[config.mk]
export PLATFORM = sky130hd
export DESIGN_NAME = tap_delay_line
export DESIGN_NICKNAME = d
export VERILOG_FILES = /design/src/decim_pkg.sv /design/src/tap_delay_line.sv
export SDC_FILE = /design/constraint.sdc
export NUM_CORES = 1
export LEC_CHECK = 0
export BUFFER_PORTS_ARGS = -buffer_cell sky130_fd_sc_hd__buf_2
export CORE_ASPECT_RATIO = 1.25
export CORE_MARGIN = 5
export CORE_UTILIZATION = 55
export DETAILED_ROUTE_END_ITERATION = 8
export PLACE_DENSITY = 0.85
export REMOVE_ABC_BUFFERS = 1
export SLEW_MARGIN = 0
export SYNTH_ARGS = -nofsm -noshare
export SYNTH_HDL_FRONTEND = slang
export SYNTH_SLANG_ARGS = --single-unit
[constraint.sdc]
create_clock -name clk -period 1.66 [get_ports clk]
set_input_delay 0 -clock clk [delete_from_list [all_inputs] [get_ports clk]]
set_output_delay 0 -clock clk [all_outputs]
set_load 0.01 [all_outputs]
[src/decim_pkg.sv]
// Fractional decimator definitions
`default_nettype none

package decim_pkg;

    ////////////////////////////////////////////////////////////////////////////
    // Fixed-point formats
    ////////////////////////////////////////////////////////////////////////////

    // Samples are S16.15 and coefficients S20.18
    localparam int DATA_WIDTH  = 16;
    localparam int DATA_FRAC   = 15;
    localparam int COEFF_WIDTH = 20;
    localparam int COEFF_FRAC  = 18;
    localparam int PHASE_TAPS  = 8;

    localparam int PROD_WIDTH  = DATA_WIDTH + COEFF_WIDTH;
    localparam int ACC_WIDTH   = PROD_WIDTH + $clog2(PHASE_TAPS);
    localparam int ACC_FRAC    = DATA_FRAC + COEFF_FRAC;
    localparam int ROUND_SHIFT = ACC_FRAC - DATA_FRAC;

    // Levels of the pairwise adder tree
    localparam int TREE_DEPTH  = $clog2(PHASE_TAPS);

    typedef logic signed [DATA_WIDTH-1:0]  sample_t;
    typedef logic signed [COEFF_WIDTH-1:0] coeff_t;
    typedef logic signed [ACC_WIDTH-1:0]   acc_t;

    // Saturation limits of the output format
    localparam sample_t SAMPLE_MAX = {1'b0, {(DATA_WIDTH - 1){1'b1}}};
    localparam sample_t SAMPLE_MIN = {1'b1, {(DATA_WIDTH - 1){1'b0}}};

    ////////////////////////////////////////////////////////////////////////////
    // Phase control
    ////////////////////////////////////////////////////////////////////////////

    typedef enum logic [1:0] {
        PH_SKIP = 2'd0,
        PH_A    = 2'd1,
        PH_B    = 2'd2
    } decim_phase_e;

    typedef struct packed {
        logic         phase_hit;
        decim_phase_e phase;
    } decim_ctrl_t;

    ////////////////////////////////////////////////////////////////////////////
    // Coefficient tables
    ////////////////////////////////////////////////////////////////////////////

    // Listed from tap 7 down to tap 0, gain of 1.0 per phase
    localparam coeff_t [PHASE_TAPS-1:0] COEFF_PHASE_A = {
        -20'sd8192,  -20'sd8192,  -20'sd32768, 20'sd98304,
        20'sd131072, 20'sd65536,  -20'sd16384, 20'sd32768
    };

    localparam coeff_t [PHASE_TAPS-1:0] COEFF_PHASE_B = {
        20'sd8192,   -20'sd32768, -20'sd16384, 20'sd65536,
        20'sd131072, 20'sd98304,  20'sd16384,  -20'sd8192
    };

endpackage

`default_nettype wire

[src/tap_delay_line.sv]
// Sample delay line
`default_nettype none

module tap_delay_line import decim_pkg::*; (
    input  logic                     clk,
    input  logic                     rst_n,
    input  logic                     valid_in,
    input  sample_t                  filter_in,
    output sample_t [PHASE_TAPS-1:0] taps
);

    // Tap zero holds the newest stored sample
    always_ff @(posedge clk or negedge rst_n) begin
        if (!rst_n) begin
            taps <= '0;
        end else if (valid_in) begin
            taps <= {taps[PHASE_TAPS-2:0], filter_in};
        end
    end

endmodule

`default_nettype wire

After elaboration in Yosys (flattened, before gate mapping). Index checks and enable logic that the tools add are counted.

Multipliers: 0. Add/sub/neg operators: 0. Eq/ne operators: 0. Multiplexer cells: 0. Reductions and logical operators: 0. Magnitude comparators: 0. Bitwise logic cells: 0. Shift operators: 0. Div/mod/pow operators: 0.

Register bits after elaboration: 128. Input port bits: 19. Memories kept: 0. Latch bits: 0. Output and inout port bits: 128. Bits in read-only memories: 0. Bits in writable memories: 0.

Longest topological paths before layout. Gate-level depths: netlist (run 1).

Word-level depth: 0. Depth in mapped cells: 3. Gate-level depth less buffers: 1.

Least setup slack after synthesis (run 1). OpenSTA, ideal clock, no wires.

Path kind: register to register. Start point: register taps[84] (netlist name). End point: register taps[100] (netlist name). Library setup time: 0.125 ns. Cell stages (with the launch flop): 2. Arrival: 0.657 ns. Required time: 1.535 ns. Path buffers: 0. Path slack: 0.879 ns. Cell sequence: dfrtp_1 > mux2_2.

RTL lines: from (decl) (RTL line tap_delay_line.sv:9) `output sample_t [PHASE_TAPS-1:0] taps`; from (signal assigned) (RTL line tap_delay_line.sv:17) `taps <= {taps[PHASE_TAPS-2:0], filter_in};`.

No word-level cell between the ends.

Final worst setup path (run 1).
Start point: input valid_in. End point: register taps[109] (netlist name).

RTL lines: from (decl) (RTL line tap_delay_line.sv:7) `input logic valid_in,`.

No word-level cell between the ends.

==> results of run 1 <==
==> timing repair <==
action	in CTS	in global routing
setup buffers	0	0
endpoints found under the hold margin	145	0
hold buffers	18	0
endpoints found under the setup margin	0	0
==> cells by family (layout without fill, tap and decap cells) <==
group,after synthesis,after routing
buffers and inverters,14,198
DFF,128,128
muxes,128,128
==> power breakdown <==
part,switching [mW],internal [mW]
sequential,0.553,3.96
combinational,1.12,1.25
clock,1.26,2.49
==> path summary, 6_finish.rpt <==
| check | slack [ns] | from | cells after the start | end |
|---|---|---|---|---|
| worst max-delay path | 0.55 | valid_in | 4 | taps[109] |
| worst min-delay path | 0.15 | rst_n | 3 | taps[92] |
| worst max register to register | 0.85 | taps[11] | 1 | taps[27] |
| worst min register to register | 0.50 | taps[113] | 1 | taps[113] |
| max in group asynchronous | 1.06 | rst_n | 3 | taps[54] |
| min in group clk | 0.25 | filter_in[8] | 3 | taps[8] |
==> stage by stage <==
step	setup slack [ns]	utilization	area, µm²	total power, mW
after floorplan	0.8788	-	4644	5.673
after global placement	0.6217	0.6482	5578	6.820
after detailed placement	0.5849	0.6482	5578	6.941
after CTS	0.5694	0.7396	6365	10.75
after global routing	0.4983	0.7396	6365	11.15
final	0.5487	0.7396	6365	10.63
==> routing by layer <==
metal | vias up | part of all wire | global-route usage
met5 | - | 0 | 0
met4 | 0 | 0.021 | 0.08478
met3 | 15 | 0.062 | 0.05786
met2 | 93 | 0.53 | 0.2965
met1 | 1387 | 0.39 | 0.2167
li1 | 1298 | - | -
==> cells in the final DEF, fill, tap and decap left out <==
| cell | instances |
|---|---|
| buf_2 | 144 |
| dlygate4sd3_1 | 18 |
| bufinv_16 | 4 |
| buf_12 | 2 |
| clkinv_2 | 6 |
| dfrtp_1 | 128 |
| clkinvlp_4 | 2 |
| buf_4 | 3 |
| clkbuf_16 | 16 |
| clkbuf_8 | 3 |
| mux2_2 | 128 |
==> layout make-up <==
| type | count | area [µm²] |
|---|---|---|
| Tap cell | 120 | 150.1 |
| Fill cell | 550 | 2241 |
| Timing Repair Buffer | 167 | 963.4 |
| Sequential cell | 128 | 3203 |
| Multi-Input combinational cell | 128 | 1441 |
| Clock inverter | 12 | 165.2 |
| Clock buffer | 19 | 441.7 |
==> metrics, run 1 <==
Synth top cells by count=dfrtp_1, mux2_2, clkbuf_8; antenna cell count=0; worst min path class=input pin to asynchronous set/reset pin; Fin Setup TNS=0 ns; max reg flops=128; initial detailed-routing violation count=95; outcome=finished clean; Buf+Inv Stages, Crit Path=3; H-tree depth=4; CTS-repair resized insts=0; Worst setup EP type=register; Starting Density=0.5603; Most common cell on crit path=buf_4; Slew Limit Fails=0; Synth Register Bits=128; global-route wire length before repair=14970 µm; WL/cell=15.76 µm; Core Area=8606 µm²; Crit path largest cell delay=0.53 ns; Die H=114.7 µm; Final setup viols=0; vias per cell=4.866; Clock Skew=0.003959 ns; # nets final=461; mean post-synth cell area=17.86 µm²; Yosys top cell by area=dfrtp_1; fin crit share=0.6694; GPL Wtd Cong=0.7659; main flop type after synthesis=dfrtp_1; Post-synth EDFFs=0; DP Cell Count=525; DRC violations left=0; DRT Wirelength=9049 µm; site row count=38; # port buffers=146; Slew headroom=0.5732; Max VDD drop=1129 µV; Leak=3.015 nW; Die ar.=10750 µm²; Synth warnings=0; Area Growth Syn to Fin=31.99%; IO Count=147; CP delay by family, top=buffers and inverters; HPWL after DPL=5915 µm; Root Buffer=clkbuf_8; CTS tree=built; number of routed nets with antenna violations=0; WP data arrival=1.50 ns; Synth Area in Compound Gates=0; area share of fa/ha/maj cells after synthesis=0; vias in the first global route=2981; top flop regs=taps (128); Synth cell types=4; Reg clk slew, reported paths=0.05 ns; clk buf depth=2; Async S/R FF share, synth=1.000; CP Class=input pin to register; layout cells sized above 1=0.6784; mux cell area share after synthesis=0.2989; Global Route Usage Sum=0.1809; Reg with most FFs=taps; RSZ-0062 raised after global routing=false; Fmax=0.8999 GHz; Critical-path top delay cell=dlygate4sd3_1; largest net degree at the start of global routing=129; crit-path max FO=41; startpoint types=input pin; synthesized instance count=270; top-area cell type share of the netlist area=0.6642; Hold Worst Slack=0.1503 ns; initial antenna violation count=0; PwrDens=1670 nW/µm²; Synth area leaders=dfrtp_1, mux2_2, clkbuf_8; Mapped Area=4822 µm²; Fin. Hold Viols=0; worst path cell trace=dlygate4sd3_1 > buf_4 > buf_4 > mux2_2; total CTS buffers=17; Least-Margin Pin Slew=0.6403 ns; Crit path required time=2.05 ns; Sinks on Clock Net=128; Die W=93.75 µm; vias=2793; Post-Layout Cell Count=574; Max Cap Violations=0; total gr overflow=0; DRT Pass-1 Iters=4; largest family of logic cells by synthesized area=multiplexers; Post-Synth Simple-Gate Area=0; crit path time final=1.111 ns; sequential area share after synthesis=0.6642; Synth Area in XOR/XNOR=0; clock insertion delay at the later pin of the skew report=0.51 ns
No activity file was read; power rests on OpenSTA's default activity.
==> run 2, diff against run 1 <==
Settings changed: ABC_AREA set to 1, CORE_UTILIZATION 55 to 51, PLACE_DENSITY 0.85 to 0.79.
Clock period 1.66 ns to 1.07 ns, I/O delays scaled along.
==> run 2 against run 1 <==
  * Die area increased by 9.8%
  * Via count increased by 41%
  * Global-route usage grew 1.8 points
  * Critical endpoint is now taps[1]
==> metrics, run 2 <==
outcome=finished clean; Core Area=9559 µm²; CP Class=input pin to register; sequential area share after synthesis=0.6458; Synth cell types=5; H-tree depth=4; Reg with most FFs=taps; Slew Limit Fails=0; Mapped Area=4960 µm²; Die H=120.3 µm; IO Count=147; Multi-input gate area=1441 µm²; total CTS buffers=17; worst min path class=input pin to asynchronous set/reset pin; DRT Pass-1 Iters=4; GPL Wtd Cong=0.7572; DRC violations left=0; Sinks on Clock Net=128; Fin. Hold Viols=0; initial antenna violation count=0; Root Buffer=clkbuf_16; synthesized instance count=541; top flop regs=taps (128); fin crit share=0.9526; vias per cell=4.632; # nets final=728; Post-synth EDFFs=0; Synth top cells by count=nand2_1, dfrtp_1, buf_6; Async S/R FF share, synth=1.000; clock insertion delay at the later pin of the skew report=0.41 ns; Die ar.=11810 µm²; Die W=98.21 µm; WP data arrival=1.31 ns; Worst setup EP type=register; Max Cap Violations=0; Slew headroom=0.7915; total gr overflow=0; PwrDens=2085 nW/µm²; RSZ-0062 raised after global routing=false; site row count=40; # port buffers=146; crit-path max FO=1; Synth Register Bits=128; most common cell after layout, fill and taps aside=nand2_1; fillcell total=753; Starting Density=0.5188; main flop type after synthesis=dfrtp_1; vias=3928; Synth area leaders=dfrtp_1, nand2_1, buf_6; max reg flops=128; CTS tree=built; Crit path required time=1.36 ns; Final setup viols=0; Fmax=0.9811 GHz; Global Route Usage Sum=0.1989; WL/cell=13.23 µm; Sequential Area=3203 µm²; Area Growth Syn to Fin=31.18%; Yosys top cell by area=dfrtp_1; Clock Skew=0.007308 ns; Hold Worst Slack=0.03826 ns; DRT Wirelength=11220 µm; layout cells sized above 1=0.2590; number of routed nets with antenna violations=0; dpl cell area=5703 µm²; Max VDD drop=1718 µV; Final Cell Area=6506 µm²; startpoint types=input pin; mean post-synth cell area=9.168 µm²; most frequent cell after synthesis=nand2_1; initial detailed-routing violation count=217; clk buf depth=2; Leak=3.866 nW; largest net degree at the start of global routing=77; antenna cell count=0; vias in the first global route=3690; Fin Setup TNS=0 ns; Reg clk slew, reported paths=0.05 ns; Least-Margin Pin Slew=0.3128 ns; Synth warnings=0; global-route wire length before repair=18650 µm; top-area cell type share of the netlist area=0.6458; crit path time final=1.019 ns; HPWL after DPL=7251 µm; commonest cells after routing, fill and taps aside=nand2_1, buf_2, dfrtp_1
-- run 2: cell count changes after synthesis, sizes merged --
| cell | change |
|---|---|
| mux2 | -128 |
| clkbuf | -8 |
| inv | +1 |
| nand2 | +384 |
| buf | +22 |
-- run 2: power breakdown --
part / internal, mW / switching (mW)
logic: 0.837 / 1.19
clock network: 3.58 / 1.97
registers: 5.49 / 0.485
-- run 2: worst max-delay path: stages --
cell	delay [ns]
dlygate4sd3_1	0.53
buf_2	0.12
nand2_1	0.06
dlygate4sd3_1	0.55
nand2_1	0.06
-- run 2: area by class of cell --
type	instances	share of cell area
clock buffers	21	0.07231
repair buffers	177	0.1713
multi-input cells	384	0.2215
well taps	126	0.02423
clock inverters	11	0.01731
flip-flops and latches	128	0.4923
inverters	1	0.0009615
-- run 2: through the flow --
step / std cells / worst slack, ns / utilization / total power [mW]
final: 848 / 0.05073 / 0.6806 / 13.56
after global placement: 794 / 0.3404 / 0.5966 / 7.964
after floorplan: 513 / -0.1295 / - / 6.875
after detailed placement: 794 / 0.3009 / 0.5966 / 8.050
after CTS: 848 / 0.08142 / 0.6806 / 13.71
after global routing: 848 / 0.01888 / 0.6806 / 14.27
-- run 2: kinds of logic after synthesis --
family	count (synthesis)	synth area share
flops	128	0.6458
buf+inv	29	0.06357
simple gates	384	0.2906
-- run 2: what timing repair did --
action,CTS,global route
hold endpoints to repair,148,1
hold buffers,22,1
gates resized for setup,0,0
buffers inserted,0,0
setup endpoints to repair,0,1
-- run 2: final timing paths --
| check | end | cells after the start | from | slack [ns] |
|---|---|---|---|---|
| setup / recovery | taps[1] | 5 | filter_in[1] | 0.05 |
| hold / removal | taps[13] | 2 | rst_n | 0.04 |
| setup reg to reg | taps[112] | 2 | taps[96] | 0.42 |
| hold reg to reg | taps[124] | 2 | taps[124] | 0.46 |
| max in group asynchronous | taps[104] | 3 | rst_n | 0.51 |
| min in group clk | taps[45] | 4 | valid_in | 0.09 |
-- run 2: per-layer routing --
metal	GRT usage	part of all wire
met5	0	0
met4	0.1093	0.033
met3	0.05540	0.057
met2	0.3207	0.51
met1	0.2422	0.40
