--- src/decim_pkg.sv ---
// Fractional decimator definitions
`default_nettype none

package decim_pkg;

    ////////////////////////////////////////////////////////////////////////////
    // Fixed-point formats
    ////////////////////////////////////////////////////////////////////////////

    // Samples are S16.15 and coefficients S20.18
    localparam int DATA_WIDTH  = 16;
    localparam int DATA_FRAC   = 15;
    localparam int COEFF_WIDTH = 20;
    localparam int COEFF_FRAC  = 18;
    localparam int PHASE_TAPS  = 8;

    localparam int PROD_WIDTH  = DATA_WIDTH + COEFF_WIDTH;
    localparam int ACC_WIDTH   = PROD_WIDTH + $clog2(PHASE_TAPS);
    localparam int ACC_FRAC    = DATA_FRAC + COEFF_FRAC;
    localparam int ROUND_SHIFT = ACC_FRAC - DATA_FRAC;

    // Levels of the pairwise adder tree
    localparam int TREE_DEPTH  = $clog2(PHASE_TAPS);

    typedef logic signed [DATA_WIDTH-1:0]  sample_t;
    typedef logic signed [COEFF_WIDTH-1:0] coeff_t;
    typedef logic signed [ACC_WIDTH-1:0]   acc_t;

    // Saturation limits of the output format
    localparam sample_t SAMPLE_MAX = {1'b0, {(DATA_WIDTH - 1){1'b1}}};
    localparam sample_t SAMPLE_MIN = {1'b1, {(DATA_WIDTH - 1){1'b0}}};

    ////////////////////////////////////////////////////////////////////////////
    // Phase control
    ////////////////////////////////////////////////////////////////////////////

    typedef enum logic [1:0] {
        PH_SKIP = 2'd0,
        PH_A    = 2'd1,
        PH_B    = 2'd2
    } decim_phase_e;

    typedef struct packed {
        logic         phase_hit;
        decim_phase_e phase;
    } decim_ctrl_t;

    ////////////////////////////////////////////////////////////////////////////
    // Coefficient tables
    ////////////////////////////////////////////////////////////////////////////

    // Listed from tap 7 down to tap 0, gain of 1.0 per phase
    localparam coeff_t [PHASE_TAPS-1:0] COEFF_PHASE_A = {
        -20'sd8192,  -20'sd8192,  -20'sd32768, 20'sd98304,
        20'sd131072, 20'sd65536,  -20'sd16384, 20'sd32768
    };

    localparam coeff_t [PHASE_TAPS-1:0] COEFF_PHASE_B = {
        20'sd8192,   -20'sd32768, -20'sd16384, 20'sd65536,
        20'sd131072, 20'sd98304,  20'sd16384,  -20'sd8192
    };

endpackage

`default_nettype wire

--- src/output_quantizer.sv ---
// Output rounding and saturation
`default_nettype none

module output_quantizer import decim_pkg::*; (
    input  logic    clk,
    input  logic    rst_n,
    input  logic    valid_in,
    input  logic    bypass,
    input  sample_t filter_in,
    input  logic    phase_hit,
    input  acc_t    acc,
    output sample_t filter_out,
    output logic    overflow,
    output logic    underflow,
    output logic    valid_out
);

    acc_t    rounded;
    sample_t sat_value;
    logic    sat_high;
    logic    sat_low;

    // Round half up to S16.15, then clamp to the sample range
    always_comb begin
        rounded   = (acc + (acc_t'(1) <<< (ROUND_SHIFT - 1))) >>> ROUND_SHIFT;
        sat_high  = 1'b0;
        sat_low   = 1'b0;
        sat_value = rounded[DATA_WIDTH-1:0];
        if (rounded > acc_t'(SAMPLE_MAX)) begin
            sat_value = SAMPLE_MAX;
            sat_high  = 1'b1;
        end else if (rounded < acc_t'(SAMPLE_MIN)) begin
            sat_value = SAMPLE_MIN;
            sat_low   = 1'b1;
        end
    end

    // Outputs hold between results
    always_ff @(posedge clk or negedge rst_n) begin
        if (!rst_n) begin
            filter_out <= '0;
            overflow   <= 1'b0;
            underflow  <= 1'b0;
            valid_out  <= 1'b0;
        end else if (valid_in && bypass) begin
            filter_out <= filter_in;
            overflow   <= 1'b0;
            underflow  <= 1'b0;
            valid_out  <= 1'b1;
        end else if (valid_in && phase_hit) begin
            filter_out <= sat_value;
            overflow   <= sat_high;
            underflow  <= sat_low;
            valid_out  <= 1'b1;
        end else begin
            valid_out  <= 1'b0;
        end
    end

endmodule

`default_nettype wire

--- config.mk ---
export PLATFORM = sky130hd
export DESIGN_NAME = output_quantizer
export DESIGN_NICKNAME = d
export VERILOG_FILES = /design/src/decim_pkg.sv /design/src/output_quantizer.sv
export SDC_FILE = /design/constraint.sdc
export NUM_CORES = 1
export LEC_CHECK = 0
export BUFFER_PORTS_ARGS = -buffer_cell sky130_fd_sc_hd__buf_2
export CORE_ASPECT_RATIO = 0.5
export CORE_UTILIZATION = 40
export CTS_CLUSTER_SIZE = 24
export DETAILED_ROUTE_END_ITERATION = 6
export GPL_ROUTABILITY_DRIVEN = 0
export HOLD_SLACK_MARGIN = 0.1
export PLACE_DENSITY = 0.74
export SLEW_MARGIN = 30
export SYNTH_ARGS = -nofsm -noshare
export SYNTH_HDL_FRONTEND = slang
export SYNTH_SLANG_ARGS = --single-unit
--- constraint.sdc ---
create_clock -name clk -period 1.5 [get_ports clk]
set_input_delay 0.075 -clock clk [delete_from_list [all_inputs] [get_ports clk]]
set_output_delay 0.075 -clock clk [all_outputs]
set_load 0.005 [all_outputs]
Yosys cells after proc, flatten, opt, wreduce, memory -nomap -nowiden
Index checks and enable logic that the tools add are counted.

Output and inout port bits: 19. Word-level logic and storage cells: 23. Bits of input ports: 60. Bits in registers: 19.

Order comparisons: 2. Reduce and logical (&&, ||, !) cells: 3. Multiplexer cells: 13. $add $sub $neg: 1.

Operators by type and width (count): $mux W16 (4); $add A39 B19 Y39 const B (1); $gt A21 B16 Y1 const B (1); $lt A21 B16 Y1 const B (1); $mux W1 (9); $logic_and A1 B1 Y1 (2); $reduce_bool A2 Y1 (1).

Longest topological paths before layout
Gate-level depths: netlist (run 1).

Depth in word-level cells: 6. Gate-level depth with buffers: 9. Mapped depth without buffers: 8.

Worst setup path after synthesis (run 1)
OpenSTA, ideal clock, no wires.

Kind: input to register. Start point: input port acc[21]. End point: register filter_out[8]. Cell stages on the path: 7. Arrival time: 1.514 ns. Slack: -0.143 ns. Data required time: 1.370 ns. Path buffers: 1. Path through: nand4_4 > or4_4 > o31ai_2 > a21oi_2 > nor3_4 > buf_6 > a21oi_4.

Word-level cells in the longest chain between the ends: 6. Elaborated cells between the ends (all ways): 7. Classes of those cells: 1 x add/sub; 2 x order compare; 4 x mux.

RTL lines: start: declaration (RTL line output_quantizer.sv:11) `input acc_t acc,`; $add A39 B19 Y39 * (RTL line output_quantizer.sv:25) `rounded = (acc + (acc_t'(1) <<< (ROUND_SHIFT - 1))) >>> ROUND_SHIFT;`; $lt A21 B16 Y1 (RTL line output_quantizer.sv:32) `end else if (rounded < acc_t'(SAMPLE_MIN)) begin`; $mux W16 (RTL line output_quantizer.sv:32); $mux W16 * (RTL line output_quantizer.sv:29) `if (rounded > acc_t'(SAMPLE_MAX)) begin`; $mux W16 * (RTL line output_quantizer.sv:50) `end else if (valid_in && phase_hit) begin`; $mux W16 * (RTL line output_quantizer.sv:45) `end else if (valid_in && bypass) begin`; end signal: assignment (RTL line output_quantizer.sv:46) `filter_out <= filter_in;`; end signal: assignment (RTL line output_quantizer.sv:51) `filter_out <= sat_value;`; end: declaration (RTL line output_quantizer.sv:12) `output sample_t filter_out,`.

Mark *: on every way between the ends. The rest lies on a longest branch, timed or not. The select of a mux whose other input is x is not followed. A chain may end at the register's enable or synchronous reset.

Worst setup path after layout (run 1)
Start point: input port acc[22]. End point: register filter_out[1].

The elaborated chain is that of the path after synthesis.

==> flow_summary_export.csv, run 1 <==
group,metric,value,unit
global_routing,grt_first_pass_wirelength,9160,microns
floorplan,io_pins,79,
final_layout,fin_nets,340,
route,routed_wirelength,7050,microns
yosys,synth_edf_count,0,
sta,worst_slack,-0.177,ns
sta,fin_worst_skew,0,ns
global_routing,antenna_found_initial,0,
global_routing,gr-usage-all-layers,33.3,%
worst_setup_path,crit_fanout,6,
global_routing,grt_pass1_vias,1888,
run,maxCapViolations,0,
sta,setup_viol,18,
final_layout,layout_common_cells,"buf_2, buf_4, nand2_1, dfrtp_1",
final_layout,final_area,2590,sq um
clock_network,ctsLongestPathBuffers,2,
yosys,synth-async-reset-ratio,100,%
sta,worst_pin_slew,0.560,ns
sta,post-route-period-util,112,%
final_layout,syn_to_final_growth,91.0,%
route,drt_drc_violations_left,3,
sta,rsz0062_at_grt,"yes",
clock_network,cts_made_buffers,3,
power,vdd_drop_max,477,uV
final_layout,instances_no_fill,318,
place,dp_slack,-0.321,ns
yosys,ys.flop_type,"dfrtp_1",
route,ant_nets,0,
yosys,seq_area_frac_synth,35.1,%
yosys,synth.largest_area_cell,"dfrtp_1",
sta,relSlewSlack,62.7,%
worst_setup_path,rrSetupSlack,0.60,ns
worst_setup_path,crit_type,"in -> reg",
route,drtPass1Iterations,7,
clock_network,cts.sinks,19,
place,io_buffers,61,
floorplan,fp.dieH,43.2,microns
sta,max_freq,596,MHz
clock_network,cts_tree,"yes",
floorplan,die_area,3640,sq um
clock_network,clk_pin_slew,0.10,ns
run_status,violations,"design-rule violations, negative setup slack",
clock_network,root_buffer,"clkbuf_8",
yosys,netlist_area,1360,sq um
place,dp_hpwl,3090,microns
yosys,post_synth.cell_area_avg,8.86,sq um
route,vias,2006,
sta,drv_slew,0,
yosys,synthCells,153,
worst_setup_path,critPathCaptureType,"flop",
yosys,synth_nets,214,
yosys,ys_types,40,
yosys,synthTopCellsByArea,"dfrtp_1, nand2_1, a21oi_2, o22ai_1, xor2_1",
route,viasPerCell,6.31,
route,drtIter0Drc,281,
sta,holdWs,0.107,ns
floorplan,core_area,3120,sq um
yosys,yosysWarnings,0,
place,dp.cells,288,
place,placed_area,2000,sq um
worst_setup_path,crit_arrival,1.88,ns
yosys,yosys.area.top_type_share,35.1,%
global_routing,grt_max_degree,20,
floorplan,core.rowCount,14,
global_routing,grt_overflow,0,
final_layout,n_antenna_cell,0,
route,wl_per_cell,22.2,microns
min_path,min_path_type,"in -> reg",
power,leakage,1.17,nW
final_layout,final_common_cell,"buf_2",
final_layout,drive_above_1_share,54.7,%
sta,finalHoldViolCount,0,
yosys,ys_seq_elements,19,
sta,fin_crit,1.68,ns
worst_setup_path,required,1.71,ns
power,power_density,657,nW/um^2
clock_network,clk-insertion-delay-late,0.28,ns
worst_setup_path,crit_path_start_kind,"input port",
clock_network,h-tree-depth,1,
run_status,status,"complete, but fails checks",
floorplan,die_w,84.3,microns
floorplan,start_util,43.5,%
sta,fin_tns_setup,-2.14,ns
cell families (layout without fill, tap and decap cells):
kind of cell,count (synthesis),after routing,synth area share (%)
buffers and inverters,7,131,2.77
muxes,2,2,1.48
and+or+nand+nor,61,61,24.1
DFF,19,19,35.1
xor gates and xnor gates,16,16,10.3
adders and majority gates,1,1,0.923
AOI/OAI and AO/OA,47,48,25.3
power breakdown:
group	switching (mW)	leakage (nW)	internal [mW]	total (mW)
clock	0.217	0.0255	0.186	0.403
combinational	0.335	0.921	0.334	0.669
sequential	0.0463	0.221	0.582	0.628
total	0.599	1.17	1.10	1.70
registers in the layout, summed over array words and instances, names as in the netlist:
register	cells
filter_out	16
overflow	1
underflow	1
valid_out	1
path summary, 6_finish.rpt:
path,startpoint,endpoint,depth (start not counted)
max,acc[22],filter_out[1],10
min,filter_in[3],filter_out[3],3
max reg2reg,filter_out[0],filter_out[0],2
min reg2reg,overflow,overflow,2
max in group asynchronous,rst_n,filter_out[7],2
min in group asynchronous,rst_n,filter_out[11],2
critical path, cell delays in order:
cell and delay, ns:
buf_8 0.08, nand4_4 0.20, or4_4 0.52, o21ai_4 0.17
o31ai_4 0.10, a21oi_4 0.22, nor3_4 0.08, buf_6 0.13
buf_16 0.13, a21oi_2 0.15
layer usage:
layer | vias to the layer above | global-route usage, % | wire [microns]
met5 | - | 0 | 0
met4 | 0 | 11.0 | 460
met3 | 75 | 8.75 | 925
met2 | 205 | 58.4 | 3080
met1 | 904 | 40.6 | 2580
li1 | 822 | - | -
metrics by stage:
stage | power [mW] | util [%]
6_report | 1.70 | 83.0
5_1_grt | 1.76 | 83.0
3_5_place_dp | 1.10 | 64.0
2_1_floorplan | 0.834 | -
4_1_cts | 1.55 | 77.4
3_3_place_gp | 1.09 | 64.0
cell type report:
cell class / count / area [sq um]
flip-flops and latches: 19 / 475
fillers: 169 / 531
well taps: 40 / 50.0
clock inverters: 1 / 5.00
repair buffers: 124 / 961
inverters: 3 / 11.3
clock buffers: 3 / 41.3
multi-input cells: 128 / 1040
timing repair:
action	4_1_cts	5_1_grt
resized for setup	28	34
endpoints found under the hold margin	32	0
hold buffers	16	0
setup buffers	5	4
cloned	1	1
endpoints found under the setup margin	15	18
pin swaps	2	17
cell usage after synthesis (3+ instances only):
master,number
o22ai_1,13
a21oi_2,10
nor2_1,7
xnor2_1,7
nor3_1,4
o31ai_1,3
nand2_1,25
dfrtp_1,19
a21oi_1,4
nand3_1,9
inv_1,3
xor2_1,9
o21ai_0,4
nand4_1,5
(Power assumes the default switching activity.)
==> run 2, diff against run 1 <==
- BUFFER_PORTS_ARGS: -buffer_cell sky130_fd_sc_hd__buf_2 -> not set
- DONT_BUFFER_PORTS: not set -> 1
- PLACE_DENSITY: 0.74 -> not set
==> run 2 against run 1 <==
  * Worst hold slack better by 0.012 ns
  * Largest power group is now sequential cells
  * Power is 20% lower
  * Sequential share of layout area is 5.4 points higher
  * Register-to-register slack worse by 0.30 ns
  * Global-route usage is 9.6 points lower
  * The flow still finishes with violations (design-rule violations, negative setup slack)
  * Via count is 30% lower
  * Final cell count is 22% lower
  * Wire length is 37% lower
  * First-iteration DRC count is 57% lower
==> flow_summary_export.csv, run 2 (synthesis gave the netlist of run 1 again) <==
group,metric,value,unit
worst_setup_path,cp_top_family,"compound AO/OA/AOI/OAI gates",
clock_network,clk_pin_slew,0.06,ns
route,ant_nets,0,
sta,post-route-period-util,101,%
final_layout,layout_common_cells,"dlygate4sd3_1, nand2_1, dfrtp_1, buf_4, o22ai_1",
place,dp_slack,-0.496,ns
sta,drv_slew,0,
clock_network,cts.sinks,19,
run_status,violations,"design-rule violations, negative setup slack",
final_layout,final_core_util,64.1,%
floorplan,die_area,3640,sq um
worst_setup_path,crit_path_frequent_cell,"a21oi_2",
run_status,status,"complete, but fails checks",
floorplan,fp.dieH,43.2,microns
final_layout,largest_reg_flops,16,
worst_setup_path,rrSetupSlack,0.30,ns
final_layout,n_antenna_cell,0,
final_layout,drive_above_1_share,24.6,%
floorplan,die_w,84.3,microns
clock_network,cts_tree,"yes",
worst_setup_path,ff2ff_path_depth,3,
clock_network,ctsLongestPathBuffers,2,
place,io_buffers,0,
worst_setup_path,cp-endpoint,"filter_out[12]",
min_path,hold_depth,2,
worst_setup_path,crit_type,"in -> reg",
sta,fin_crit,1.52,ns
worst_setup_path,crit_arrival,1.68,ns
global_routing,antenna_found_initial,0,
worst_setup_path,r2r_end,"overflow",
sta,relSlewSlack,59.8,%
clock_network,cts_made_buffers,3,
worst_setup_path,critPathLaunch,"acc[31]",
worst_setup_path,path_cells,"nand4_1, or4_4, buf_6, o21ai_4, o31ai_4, a21oi_2, buf_4, a21oi_2, o31ai_1",
clock_network,h-tree-depth,1,
place,dp_hpwl,2770,microns
sta,worst_pin_slew,0.602,ns
sta,holdWs,0.119,ns
sta,setup_viol,1,
floorplan,start_util,43.5,%
min_path,min_path_type,"in -> reg",
floorplan,core_area,3120,sq um
worst_setup_path,reg2reg_from,"overflow",
final_layout,top_register,"filter_out",
floorplan,core.rowCount,14,
global_routing,grt_overflow,0,
global_routing,grt_first_pass_wirelength,6540,microns
power,power_density,682,nW/um^2
sta,rsz0062_at_grt,"yes",
worst_setup_path,crit_fanout,3,
worst_setup_path,cpPeakStageDelay,0.52,ns
sta,max_freq,659,MHz
power,leakage,0.798,nW
final_layout,final_common_cell,"dlygate4sd3_1",
sta,finalHoldViolCount,0,
route,drtIter0Drc,120,
worst_setup_path,critPathCaptureType,"flop",
worst_setup_path,crit_buf_inv,2,
route,drt_drc_violations_left,6,
final_layout,fin_nets,269,
worst_setup_path,crit_slowest_cell,"or4_4",
global_routing,grt_pass1_vias,1344,
worst_setup_path,crit_path_start_kind,"input port",
floorplan,io_pins,79,
final_layout,nFillCells,269,
power,vdd_drop_max,329,uV
run,maxCapViolations,0,
power,total_power,1.36,mW
global_routing,grt_max_degree,20,
sta,worst_slack,-0.0179,ns
global_routing,gr-usage-all-layers,23.7,%
clock_network,root_buffer,"clkbuf_8",
route,routed_wirelength,4430,microns
worst_setup_path,required,1.66,ns
sta,fin_worst_skew,0,ns
final_layout,syn_to_final_growth,47.6,%
route,wl_per_cell,17.9,microns
clock_network,clk-insertion-delay-late,0.26,ns
route,vias,1410,
route,drtPass1Iterations,6,
worst_setup_path,path_depth,9,
route,viasPerCell,5.71,
==> run 2: area by class of cell <==
| class | count | area, sq um | share of cell area, % |
|---|---|---|---|
| Timing Repair Buffer | 53 | 493 | 24.7 |
| Sequential cell | 19 | 475 | 23.8 |
| Inverter | 3 | 11.3 | 0.563 |
| Clock buffer | 4 | 45.0 | 2.25 |
| Tap cell | 40 | 50.0 | 2.50 |
| Multi-Input combinational cell | 128 | 925 | 46.2 |
==> run 2: how the worst min path moves through the flow <==
stage | from | end | slack (ns)
global route | acc[38] | underflow | 0.12
CTS | acc[25] | filter_out[7] | 0.12
global placement | rst_n | underflow | -0.22
finish | acc[38] | underflow | 0.12
floorplan | rst_n | filter_out[0] | -0.22
detailed placement | rst_n | underflow | -0.22
==> run 2: timing repair <==
item	CTS	global route
resized for setup	7	7
cloned	0	1
hold endpoints to repair	37	19
hold buffers	33	1
setup buffers	4	3
pin swaps	4	6
endpoints found under the setup margin	16	16
==> run 2: metal layers <==
metal,global-route usage [%],vias up,wire [microns]
li1,-,677,-
met1,33.2,666,2090
met2,36.2,61,1920
met3,6.42,6,359
met4,6.55,0,53
met5,0,-,0
==> run 2: per-stage QoR <==
stage                     std cells  area (sq um)  TNS (ns)
after floorplan                 153          1370     -1.17
after global placement          201          1480     -6.58
after detailed placement        201          1480     -7.16
after CTS                       242          1930   -0.0216
after global routing            247          2000    -0.191
final                           247          2000   -0.0179
==> run 2: where the power goes <==
group | total [mW] | internal, mW | leakage (nW) | switching, mW
registers | 0.638 | 0.583 | 0.221 | 0.0553
clock network | 0.355 | 0.189 | 0.0228 | 0.166
logic | 0.370 | 0.192 | 0.554 | 0.178
==> run 3, diff against run 2 <==
- clock period: 1.5 -> 1.64 ns (I/O delays scaled with it)
==> run 3 against run 2 <==
  * Clock skew unchanged
  * Non-clock buffer count down 8
  * Final cell count down 3.6%
  * Via count shrank 3.9%
  * The flow finishes with violations (design-rule violations)
  * Final area shrank 6.6%
  * Sequential share of layout area is 1.7 points higher
  * Die area did not move
  * Sequential power decreased by 8.3%
==> flow_summary_export.csv, run 3 (synthesis gave the netlist of run 1 again) <==
group,metric,value,unit
place,placed_area,1480,sq um
place,dp_slack,-0.434,ns
power,p_int,0.866,mW
place,dp_hpwl,2860,microns
floorplan,fp.dieH,43.2,microns
power,pwr-share-seq,48.1,%
clock_network,cts_tree,"yes",
clock_network,cts_made_buffers,3,
sta,worst_pin_slew,0.580,ns
floorplan,core_area,3120,sq um
power,power.share.clock,26.0,%
worst_setup_path,crit_fanout,16,
clock_network,clk-insertion-delay-late,0.25,ns
power,p_switching,0.351,mW
power,power_density,652,nW/um^2
worst_setup_path,crit_type,"in -> reg",
worst_setup_path,ff2ff_path_depth,3,
run_status,violations,"design-rule violations",
min_path,hold_depth,3,
route,drtPass1Iterations,6,
clock_network,ctsLongestPathBuffers,2,
global_routing,grt_first_pass_wirelength,6440,microns
final_layout,n_antenna_cell,0,
sta,fin_crit,1.48,ns
run,maxCapViolations,0,
min_path,holdPathEnd,"filter_out[8]",
final_layout,final_common_cell,"dlygate4sd3_1",
route,wl_per_cell,17.0,microns
power,total_power,1.22,mW
worst_setup_path,crit_path_start_kind,"input port",
final_layout,largest_reg_flops,16,
final_layout,top_register,"filter_out",
floorplan,die_w,84.3,microns
clock_network,clk_pin_slew,0.07,ns
global_routing,grt_pass1_vias,1267,
final_layout,drive_above_1_share,19.7,%
route,viasPerCell,5.69,
power,pwr-share-comb,25.9,%
sta,worst_slack,0.160,ns
worst_setup_path,critPathCaptureType,"flop",
worst_setup_path,crit_path_frequent_cell,"buf_4",
final_layout,final_core_util,59.9,%
power,vdd_drop_max,317,uV
worst_setup_path,cpPeakStageDelay,0.29,ns
sta,finalHoldViolCount,0,
sta,post-route-period-util,90.2,%
sta,drv_slew,0,
route,vias,1355,
final_layout,final_area,1870,sq um
worst_setup_path,r2r_end,"overflow",
worst_setup_path,cp_top_family,"compound AO/OA/AOI/OAI gates",
clock_network,h-tree-depth,1,
worst_setup_path,rrSetupSlack,0.44,ns
global_routing,grt_max_degree,20,
worst_setup_path,path_cells,"nand4_1, buf_4, nor4_4, buf_4, mux2i_1, o21ai_1, o31a_4, a21oi_1, o31ai_1",
worst_setup_path,crit_slowest_cell,"nor4_4",
sta,relSlewSlack,61.2,%
worst_setup_path,required,1.80,ns
power,p_sw_share,28.9,%
worst_setup_path,crit_arrival,1.64,ns
place,io_buffers,0,
sta,rsz0062_at_grt,"no",
run_status,status,"complete, but fails checks",
final_layout,syn_to_final_growth,37.8,%
worst_setup_path,crit_buf_inv,2,
min_path,min_path_type,"in -> reg",
final_layout,fin_nets,260,
route,ant_nets,0,
global_routing,antenna_found_initial,0,
route,drtIter0Drc,82,
floorplan,io_pins,79,
clock_network,cts.sinks,19,
route,routed_wirelength,4060,microns
min_path,min_from,"acc[26]",
power,leakage,0.740,nW
floorplan,start_util,43.5,%
clock_network,root_buffer,"clkbuf_8",
sta,setup_viol,0,
worst_setup_path,reg2reg_from,"overflow",
floorplan,core.rowCount,14,
route,drt_drc_violations_left,8,
sta,max_freq,676,MHz
global_routing,gr-usage-all-layers,23.5,%
floorplan,die_area,3640,sq um
worst_setup_path,path_depth,9,
global_routing,grt_overflow,0,
final_layout,layout_common_cells,"dlygate4sd3_1, nand2_1, dfrtp_1, buf_4, o22ai_1",
sta,fin_tns_setup,0,ns
sta,fin_worst_skew,0,ns
## run 3: cell types whose count changed in the layout (fill, tap and decap cells not counted), sizes merged
cell / before / now
buf: 20 / 15
dlygate4sd3: 33 / 30
o31a: 2 / 1
## run 3: area by class of cell
type                    count  area [sq um]
multi-input cells         127           875
well taps                  40          50.0
fillers                   283          1250
clock buffers               4          45.0
inverters                   3          11.3
repair buffers             45           410
flip-flops and latches     19           475
## run 3: worst register-to-register path: stages (launching register included)
cell           delay [ns]
dfrtp_1              0.40
o21ai_0              0.07
dlygate4sd3_1        0.56
nand2_1              0.06
## run 3: how the worst max path moves through the flow
stage	from	end	slack, ns
floorplan	acc[17]	filter_out[8]	0.004
global placement	acc[33]	filter_out[5]	-0.35
detailed placement	acc[33]	filter_out[4]	-0.43
CTS	acc[31]	filter_out[4]	0.0004
global route	acc[31]	filter_out[12]	0.06
finish	acc[31]	filter_out[12]	0.16
## run 3: per-layer routing
metal	global-route usage [%]	wire length, microns
met5	0	0
met4	3.10	16
met3	6.42	321
met2	38.5	1840
met1	32.0	1880
## run 3: power by group through the flow
stage	Combinational, mW	Clock, mW	Sequential [mW]
final	0.315	0.317	0.585
after global routing	0.344	0.343	0.593
after CTS	0.306	0.329	0.584
after detailed placement	0.230	0	0.593
after global placement	0.224	0	0.591
after floorplan	0.183	0	0.579
## run 3: stage by stage
stage	hold slack, ns	cells
2_1_floorplan	-0.214	153
3_3_place_gp	-0.213	201
3_5_place_dp	-0.213	201
4_1_cts	0.103	237
5_1_grt	0.115	238
6_report	0.108	238
## run 3: repair_timing
item,CTS,global route
hold buffers,30,1
resized for setup,0,3
cloned,0,0
endpoints found under the hold margin,37,19
buffers inserted,2,0
setup endpoints to repair,13,16
pin swaps,1,0
